File: config.mk
export PLATFORM = sky130hd
export DESIGN_NAME = cpuTop
export DESIGN_NICKNAME = d
export VERILOG_FILES = /design/src/common/cpuPkg.sv /design/src/control/microSequencer.sv /design/src/control/microstore.sv /design/src/datapath/alu.sv /design/src/datapath/datapath.sv /design/src/datapath/registerFile.sv /design/src/cpuTop.sv
export VERILOG_INCLUDE_DIRS = /design/src /design/src/common
export SDC_FILE = /design/constraint.sdc
export NUM_CORES = 2
export LEC_CHECK = 0
export ABC_AREA = 1
export BUFFER_PORTS_ARGS = -buffer_cell sky130_fd_sc_hd__buf_2
export CAP_MARGIN = 0
export CORE_UTILIZATION = 45
export DETAILED_ROUTE_END_ITERATION = 10
export PLACE_DENSITY_LB_ADDON = 0.05
export SLEW_MARGIN = 20
export SYNTH_ARGS = -nofsm -noshare
export SYNTH_HDL_FRONTEND = slang
export SYNTH_SLANG_ARGS = --single-unit
File: constraint.sdc
create_clock -name Clk -period 14.7 [get_ports Clk]
set_input_delay 0 -clock Clk [delete_from_list [all_inputs] [get_ports Clk]]
set_output_delay 0 -clock Clk [all_outputs]
set_load 0.02 [all_outputs]
File: src/common/cpu_macros.svh
`ifndef CPU_MACROS_SVH
`define CPU_MACROS_SVH

// data path and address width
`define CPU_XLEN 32

// register file size
`define CPU_NREGS 16

// R15 doubles as the program counter
`define CPU_PC_REG 15

// bytes per instruction word fetched
`define CPU_PC_STEP 4

// opcode field in bits 24:21
`define CPU_OPC_LSB 21

// base or first operand register in bits 19:16
`define CPU_RN_LSB 16

// destination register in bits 15:12
`define CPU_RD_LSB 12

`endif

File: src/common/cpuPkg.sv
`include "cpu_macros.svh"

package cpuPkg;

    typedef logic [`CPU_XLEN-1:0] word_t;
    typedef logic [$clog2(`CPU_NREGS)-1:0] regIdx_t;

    // data-processing opcode values plus two internal ops on spare codes
    typedef enum logic [3:0] {
        OP_AND   = 4'd0,
        OP_EOR   = 4'd1,
        OP_SUB   = 4'd2,
        OP_RSB   = 4'd3,
        OP_ADD   = 4'd4,
        OP_ORR   = 4'd12,
        OP_MOV   = 4'd13,
        OP_PASSA = 4'd14,
        OP_INC4  = 4'd15
    } aluOp_t;

    typedef enum logic [3:0] {
        FETCH0, FETCH1, DECODE, DPREG, DPIMM, MEMADDR,
        LOADWAIT, LOADWB, STOREDATA, STOREWAIT, HALT
    } microState_t;

    typedef enum logic [1:0] {SEQ, DISPATCH, WAITACK, STOP} nextSel_t;
    typedef enum logic [1:0] {A_RN, A_RD, A_PC} aSel_t;
    typedef enum logic [1:0] {B_REG, B_IMM8, B_OFF12, B_MDR} bSel_t;

    typedef struct packed {
        logic        regWrite;
        logic        irLoad;
        logic        marLoad;
        logic        mdrLoad;
        logic        mdrFromBus;
        logic        busReq;
        logic        busWrite;
        aSel_t       aSel;
        bSel_t       bSel;
        aluOp_t      aluOpSel;
        logic        useInstrOp;
        logic        cSelPc;
        nextSel_t    nextSel;
        microState_t target;
    } microWord_t;

endpackage

File: src/control/microSequencer.sv
`timescale 1ns/100ps
`include "cpu_macros.svh"

module microSequencer (
    input  logic                Clk,
    input  logic                reset,
    input  cpuPkg::word_t       instr,
    input  logic                Ack,
    input  cpuPkg::nextSel_t    nextSel,
    input  cpuPkg::microState_t target,
    output cpuPkg::microState_t state,
    output logic                Halted
);
    import cpuPkg::*;

    microState_t dispatchState;
    microState_t nextState;
    logic [3:0]  opcode;
    logic        dpOpOk;

    assign opcode = instr[`CPU_OPC_LSB +: 4];

    // supported data-processing opcodes
    always_comb begin
        case (opcode)
            OP_AND, OP_EOR, OP_SUB, OP_RSB, OP_ADD, OP_ORR, OP_MOV: dpOpOk = 1'b1;
            default: dpOpOk = 1'b0;
        endcase
    end

    // instruction decoder where bit 20 is S for data processing and L for transfers
    always_comb begin
        dispatchState = HALT;
        if (state == MEMADDR) begin
            dispatchState = instr[20] ? LOADWAIT : STOREDATA;
        end else begin
            case (instr[27:25])
                3'b000: begin // register operand without shift
                    if (dpOpOk && !instr[20] && instr[11:4] == 8'h00) begin
                        dispatchState = DPREG;
                    end
                end
                3'b001: begin // immediate without rotation
                    if (dpOpOk && !instr[20] && instr[11:8] == 4'h0) begin
                        dispatchState = DPIMM;
                    end
                end
                3'b010: begin
                    // pre-indexed word access adding the offset without writeback
                    if (instr[24:21] == 4'b1100) begin
                        dispatchState = MEMADDR;
                    end
                end
                default: dispatchState = HALT;
            endcase
        end
    end

    always_comb begin
        case (nextSel)
            SEQ:      nextState = target;
            DISPATCH: nextState = dispatchState;
            WAITACK:  nextState = Ack ? target : state; // hold until the slave answers
            default:  nextState = state;
        endcase
    end

    always_ff @(posedge Clk) begin
        if (reset) begin
            state <= FETCH0;
        end else begin
            state <= nextState;
        end
    end

    assign Halted = (state == HALT);

    haltSticky: assert property (@(posedge Clk) disable iff (reset)
        state == HALT |=> state == HALT);

    // decode row of the microstore must hand over to the decoder
    decodeDispatch: assert property (@(posedge Clk) disable iff (reset)
        state == DECODE |-> nextSel == DISPATCH);

endmodule

File: src/control/microstore.sv
`timescale 1ns/100ps

module microstore (
    input  cpuPkg::microState_t state,
    output logic                regWrite,
    output logic                irLoad,
    output logic                marLoad,
    output logic                mdrLoad,
    output logic                mdrFromBus,
    output logic                busReq,
    output logic                busWrite,
    output cpuPkg::aSel_t       aSel,
    output cpuPkg::bSel_t       bSel,
    output cpuPkg::aluOp_t      aluOpSel,
    output logic                useInstrOp,
    output logic                cSelPc,
    output cpuPkg::nextSel_t    nextSel,
    output cpuPkg::microState_t target
);
    import cpuPkg::*;

    microWord_t mw;

    // one control word per microstate, unlisted fields stay inactive
    always_comb begin
        mw = '0;
        case (state)
            FETCH0: begin
                mw.aSel     = A_PC;
                mw.aluOpSel = OP_PASSA;
                mw.marLoad  = 1'b1; // MAR <- PC
                mw.target   = FETCH1;
            end
            FETCH1: begin
                mw.busReq   = 1'b1;
                mw.irLoad   = 1'b1;
                mw.aSel     = A_PC;
                mw.aluOpSel = OP_INC4;
                mw.regWrite = 1'b1;
                mw.cSelPc   = 1'b1; // PC <- PC + 4 once Ack arrives
                mw.nextSel  = WAITACK;
                mw.target   = DECODE;
            end
            DECODE: begin
                mw.nextSel = DISPATCH;
            end
            DPREG, DPIMM: begin
                mw.aSel       = A_RN;
                mw.bSel       = (state == DPIMM) ? B_IMM8 : B_REG;
                mw.useInstrOp = 1'b1;
                mw.regWrite   = 1'b1;
                mw.target     = FETCH0;
            end
            MEMADDR: begin
                mw.aSel     = A_RN;
                mw.bSel     = B_OFF12;
                mw.aluOpSel = OP_ADD;
                mw.marLoad  = 1'b1;
                mw.nextSel  = DISPATCH; // load or store picked from L
            end
            LOADWAIT: begin
                mw.busReq     = 1'b1;
                mw.mdrLoad    = 1'b1;
                mw.mdrFromBus = 1'b1;
                mw.nextSel    = WAITACK;
                mw.target     = LOADWB;
            end
            LOADWB: begin
                mw.bSel     = B_MDR;
                mw.aluOpSel = OP_MOV;
                mw.regWrite = 1'b1;
                mw.target   = FETCH0;
            end
            STOREDATA: begin
                mw.mdrLoad = 1'b1; // Rd through port B
                mw.target  = STOREWAIT;
            end
            STOREWAIT: begin
                mw.busReq   = 1'b1;
                mw.busWrite = 1'b1;
                mw.nextSel  = WAITACK;
                mw.target   = FETCH0;
            end
            HALT: begin
                mw.nextSel = STOP;
                mw.target  = HALT;
            end
            default: mw.target = HALT; // unused encodings fall into halt
        endcase
    end

    assign regWrite   = mw.regWrite;
    assign irLoad     = mw.irLoad;
    assign marLoad    = mw.marLoad;
    assign mdrLoad    = mw.mdrLoad;
    assign mdrFromBus = mw.mdrFromBus;
    assign busReq     = mw.busReq;
    assign busWrite   = mw.busWrite;
    assign aSel       = mw.aSel;
    assign bSel       = mw.bSel;
    assign aluOpSel   = mw.aluOpSel;
    assign useInstrOp = mw.useInstrOp;
    assign cSelPc     = mw.cSelPc;
    assign nextSel    = mw.nextSel;
    assign target     = mw.target;

endmodule

File: src/datapath/alu.sv
`timescale 1ns/100ps
`include "cpu_macros.svh"

module alu (
    input  cpuPkg::word_t  a,
    input  cpuPkg::word_t  b,
    input  cpuPkg::aluOp_t op,
    output cpuPkg::word_t  result
);
    import cpuPkg::*;

    // all arithmetic wraps at the word width
    always_comb begin
        case (op)
            OP_AND:   result = a & b;
            OP_EOR:   result = a ^ b;
            OP_SUB:   result = a - b;
            OP_RSB:   result = b - a;   // reverse subtract
            OP_ADD:   result = a + b;
            OP_ORR:   result = a | b;
            OP_MOV:   result = b;
            OP_PASSA: result = a;       // PC to MAR
            OP_INC4:  result = a + word_t'(`CPU_PC_STEP);
            default:  result = '0;
        endcase
    end

endmodule

File: src/datapath/datapath.sv
`timescale 1ns/100ps
`include "cpu_macros.svh"

module datapath (
    input  logic           Clk,
    input  logic           reset,
    input  logic           regWrite,
    input  logic           irLoad,
    input  logic           marLoad,
    input  logic           mdrLoad,
    input  logic           mdrFromBus,
    input  logic           busReq,
    input  logic           busWrite,
    input  cpuPkg::aSel_t  aSel,
    input  cpuPkg::bSel_t  bSel,
    input  cpuPkg::aluOp_t aluOpSel,
    input  logic           useInstrOp,
    input  logic           cSelPc,
    input  cpuPkg::word_t  DatI,
    input  logic           Ack,
    output cpuPkg::word_t  instr,
    output logic           Cyc,
    output logic           Stb,
    output logic           We,
    output cpuPkg::word_t  Adr,
    output cpuPkg::word_t  DatO
);
    import cpuPkg::*;

    word_t   ir, mar, mdr;
    word_t   portA, portB, aluB, aluResult;
    regIdx_t rn, rd, aIdx, bIdx, cIdx;
    aluOp_t  aluOp;
    logic    writeEn;

    assign rn = instr[`CPU_RN_LSB +: 4];
    assign rd = instr[`CPU_RD_LSB +: 4];

    always_comb begin
        case (aSel)
            A_RN:    aIdx = rn;
            A_RD:    aIdx = rd;
            default: aIdx = regIdx_t'(`CPU_PC_REG);
        endcase
    end

    // store data comes out of port B from Rd, otherwise Rm
    assign bIdx = (mdrLoad && !mdrFromBus) ? rd : instr[3:0];
    assign cIdx = cSelPc ? regIdx_t'(`CPU_PC_REG) : rd;

    always_comb begin
        case (bSel)
            B_REG:   aluB = portB;
            B_IMM8:  aluB = word_t'(instr[7:0]);
            B_OFF12: aluB = word_t'(instr[11:0]);
            default: aluB = mdr;
        endcase
    end

    assign aluOp = useInstrOp ? aluOp_t'(instr[`CPU_OPC_LSB +: 4]) : aluOpSel;

    // writes during a bus cycle wait for the acknowledge
    assign writeEn = regWrite && (!busReq || Ack);

    registerFile uRegFile (
        .Clk       (Clk),
        .reset     (reset),
        .aIdx      (aIdx),
        .bIdx      (bIdx),
        .cIdx      (cIdx),
        .writeEn   (writeEn),
        .writeData (aluResult),
        .portA     (portA),
        .portB     (portB)
    );

    alu uAlu (
        .a      (portA),
        .b      (aluB),
        .op     (aluOp),
        .result (aluResult)
    );

    always_ff @(posedge Clk) begin
        if (irLoad && Ack) begin
            ir <= DatI;
        end
        if (marLoad) begin
            mar <= aluResult;
        end
        if (mdrLoad && (!mdrFromBus || Ack)) begin
            mdr <= mdrFromBus ? DatI : portB;
        end
    end

    assign instr = ir;
    assign Cyc   = busReq;
    assign Stb   = busReq;
    assign We    = busWrite;
    assign Adr   = mar;
    assign DatO  = mdr;

    stbAligned: assert property (@(posedge Clk) disable iff (reset)
        Stb |-> Cyc && Adr[1:0] == 2'b00);

    // request is held unchanged while the slave stalls
    stbHeld: assert property (@(posedge Clk) disable iff (reset)
        Stb && !Ack |=> Stb && $stable(Adr) && $stable(We) && $stable(DatO));

endmodule

File: src/datapath/registerFile.sv
`timescale 1ns/100ps
`include "cpu_macros.svh"

module registerFile (
    input  logic            Clk,
    input  logic            reset,
    input  cpuPkg::regIdx_t aIdx,
    input  cpuPkg::regIdx_t bIdx,
    input  cpuPkg::regIdx_t cIdx,
    input  logic            writeEn,
    input  cpuPkg::word_t   writeData,
    output cpuPkg::word_t   portA,
    output cpuPkg::word_t   portB
);
    import cpuPkg::*;

    word_t regs [`CPU_NREGS];

    // R15 is cleared too, so fetch starts at address 0
    always_ff @(posedge Clk) begin
        if (reset) begin
            for (int i = 0; i < `CPU_NREGS; i++) begin
                regs[i] <= '0;
            end
        end else if (writeEn) begin
            regs[cIdx] <= writeData;
        end
    end

    assign portA = regs[aIdx]; // read ports see the old value
    assign portB = regs[bIdx];

endmodule

File: src/cpuTop.sv
`timescale 1ns/100ps

module cpuTop (
    input  logic          Clk,
    input  logic          reset,
    output logic          Cyc,
    output logic          Stb,
    output logic          We,
    output cpuPkg::word_t Adr,
    output cpuPkg::word_t DatO,
    input  cpuPkg::word_t DatI,
    input  logic          Ack,
    output logic          Halted
);
    import cpuPkg::*;

    microState_t state, target;
    nextSel_t    nextSel;
    aSel_t       aSel;
    bSel_t       bSel;
    aluOp_t      aluOpSel;
    word_t       instr;
    logic        regWrite, irLoad, marLoad, mdrLoad, mdrFromBus;
    logic        busReq, busWrite, useInstrOp, cSelPc;

    microSequencer uSeq (
        .Clk     (Clk),
        .reset   (reset),
        .instr   (instr),
        .Ack     (Ack),
        .nextSel (nextSel),
        .target  (target),
        .state   (state),
        .Halted  (Halted)
    );

    microstore uStore (
        .state      (state),
        .regWrite   (regWrite),
        .irLoad     (irLoad),
        .marLoad    (marLoad),
        .mdrLoad    (mdrLoad),
        .mdrFromBus (mdrFromBus),
        .busReq     (busReq),
        .busWrite   (busWrite),
        .aSel       (aSel),
        .bSel       (bSel),
        .aluOpSel   (aluOpSel),
        .useInstrOp (useInstrOp),
        .cSelPc     (cSelPc),
        .nextSel    (nextSel),
        .target     (target)
    );

    datapath uDatapath (
        .Clk        (Clk),
        .reset      (reset),
        .regWrite   (regWrite),
        .irLoad     (irLoad),
        .marLoad    (marLoad),
        .mdrLoad    (mdrLoad),
        .mdrFromBus (mdrFromBus),
        .busReq     (busReq),
        .busWrite   (busWrite),
        .aSel       (aSel),
        .bSel       (bSel),
        .aluOpSel   (aluOpSel),
        .useInstrOp (useInstrOp),
        .cSelPc     (cSelPc),
        .DatI       (DatI),
        .Ack        (Ack),
        .instr      (instr),
        .Cyc        (Cyc),
        .Stb        (Stb),
        .We         (We),
        .Adr        (Adr),
        .DatO       (DatO)
    );

endmodule
==> flow_summary.ini <==
[status]
status = completed

[setup_path]
critical_path_required_ns = 15.07
r2r_cells = 34
reg2reg_from = uSeq.state[1]
cp-start-kind = flip-flop
rrSetupSlack_ns = 6.16
reg2reg_to = uDatapath.uRegFile.regs[1][25]
worstPathMaxFanout = 90
crit_start = uSeq.state[1]
arrival_ns = 8.91
critPathKind = flip-flop to flip-flop
end_kind = flip-flop
max_stage_delay_ns = 0.72
cp_slowest_cell = buf_4
worstSetupEndpoint = uDatapath.uRegFile.regs[1][25]

[logic_synthesis]
ys_types = 67
synth.net_count = 5275
async_reset_ff_frac = 0
synthesis.area_sq_um = 40600
ys_warn_count = 0
synth_edf_count = 604
yosysSeqAreaShare = 0.448
ys.flop_type = edfxtp_1
syn_avg_cell_area_sq_um = 7.95
synth_seq_cells = 608
synth_cells = 5112

[place]
numPortBuffers = 102
dpl.hpwl_microns = 115000
post-place-ws_ns = 6.38
placed_cells = 6159
place_congestion = 1.06

[grt]
grt.total_usage = 0.388
grt_pass1_vias = 36100
grt_max_degree = 129
antenna_found_initial = 5
grt_overflow_total = 0
grt_pass1_wl_microns = 255000

[timing]
grt_setup_unrepaired = no
fin_ws_ns = 6.16
tightest_slew_ns = 1.18
setup-violations-final = 0
relSlewSlack = 0.213
timing.final.crit_share = 0.581
post-route-min-period_ns = 8.54
drv_slew = 0
skew_ns = 0.0264
tns_ns = 0
finalHoldViolations = 0
fmax_mhz = 117

[floorplanning]
dieHeight_microns = 303
rows = 109
fp.dieW_microns = 303
core-area_sq_um = 88900
dieArea_sq_um = 91500
num_io_pins = 103
start_util = 0.457

[cts]
cts_sinks = 608
cts_made_buffers = 72
clk_latency_ns = 0.67
cts_resized = 0
cts_tree = yes
clk_pin_slew_ns = 0.06
cts_buffer_depth = 3
post_cts_buffers = 0
cts_root_buf = clkbuf_16
h-tree-depth = 3
ctsHoldBuffers = 35

[hold_path]
min_path_type = input port to flip-flop

[power]
power_density_nw_per_um2 = 264
vdd_drop_max_mv = 0.137
p_leak_nw = 17.6

[layout]
final_common_cell = nand2_1
syn_to_final_growth_pct = 8.84
fill_cells = 8596
drive_gt1_frac = 0.0988
layout.cells.most_common_list = nand2_1, nand3_1, edfxtp_1
nets = 5266
final_cells = 6321

[detailed_routing]
drc = 0
vias = 39300
wl_per_cell_microns = 28.7
drt_iter0_drc = 6264
totalWireLength_microns = 181000
ant_nets = 0
via_per_inst = 6.21
drt_first_pass_iters = 6

[run]
cap_viol_max_count = 0
[state kept, by name (all words and copies together) (netlist names)]
signal	flops
uDatapath.uRegFile.regs	512
uSeq.state	4
uDatapath.Adr	32
uDatapath.DatO	32
uDatapath.instr	28
[worst min path at each step]
stage / start / end / cells after the start
finish: DatI[2] / uDatapath.instr[2] / 2
global route: DatI[2] / uDatapath.instr[2] / 2
CTS: DatI[14] / uDatapath.instr[14] / 2
detailed placement: DatI[14] / uDatapath.instr[14] / 1
global placement: DatI[1] / uDatapath.instr[1] / 1
floorplan: reset / uSeq.state[3] / 1
[report_power, final]
group	total [W]	internal (W)	switching (W)
Combinational	0.00763	0.00181	0.00582
Clock	0.00179	0.000992	0.000794
Sequential	0.00227	0.00217	0.0000913
[cell families after synthesis]
group	after synthesis	synth area share
compound gates	723	0.103
xor+xnor	53	0.0114
buf+inv	676	0.0805
fa+ha+maj	128	0.0398
simple gates	2924	0.317
flops	608	0.448
[synthesized netlist by cell type, types with 9 or more instances]
library cell,count,area (sq um)
a21oi_1,395,1980
a21oi_2,20,175
a221oi_1,9,78.8
and2_1,81,507
buf_2,143,716
buf_4,35,263
buf_6,48,541
clkbuf_1,76,285
clkinv_1,25,93.8
edfxtp_1,604,18100
ha_1,126,1580
inv_1,295,1110
inv_2,41,154
nand2_1,1337,5020
nand2_2,51,319
nand2_4,9,101
nand3_1,838,4190
nand3_2,11,110
nand4_1,16,100
nor2_1,492,1850
nor2_2,17,106
nor2_4,14,158
nor3_1,30,150
nor4_1,10,62.6
o211ai_1,64,480
o21ai_0,113,566
o21ai_1,15,75.1
o221ai_1,14,123
o22ai_1,26,163
xnor2_1,9,78.8
xor2_1,44,385
[critical path, delay by kind of cell, from the launching register on]
family	cells	cell delay, ns
adder cells (fa/ha/maj)	2	0.55
buffers and inverters	5	1.10
AO/OA/AOI/OAI	11	2.94
flip-flops	1	0.53
AND/OR/NAND/NOR	15	2.85
XOR/XNOR	1	0.16
[metrics by stage]
stage	instance area, sq um	utilization	total power [W]	hold slack [ns]
after floorplan	40600	-	0.00715	0.0691
after global placement	41600	0.468	0.00960	0.199
final	44200	0.497	0.0117	0.0828
after detailed placement	41600	0.468	0.00959	0.203
after global routing	44200	0.497	0.0122	0.0772
after CTS	44200	0.497	0.0114	0.0621
[layout make-up]
cell class	instances	area [sq um]	share of cell area
Antenna cell	2	5.00	0.000113
Clock buffer	92	1900	0.0429
Clock inverter	33	353	0.00798
Inverter	363	1370	0.0310
Multi-Input combinational cell	3828	19300	0.437
Sequential cell	608	18200	0.412
Tap cell	1165	1460	0.0330
Timing Repair Buffer	230	1590	0.0360
[routing by layer]
layer | GRT usage | part of all wire | up-vias
li1 | - | - | 17400
met1 | 0.512 | 0.39 | 18800
met2 | 0.594 | 0.44 | 2632
met3 | 0.0937 | 0.12 | 506
met4 | 0.199 | 0.055 | 2
met5 | 0 | 0.00017 | -
No activity file was read; power rests on OpenSTA's default activity.
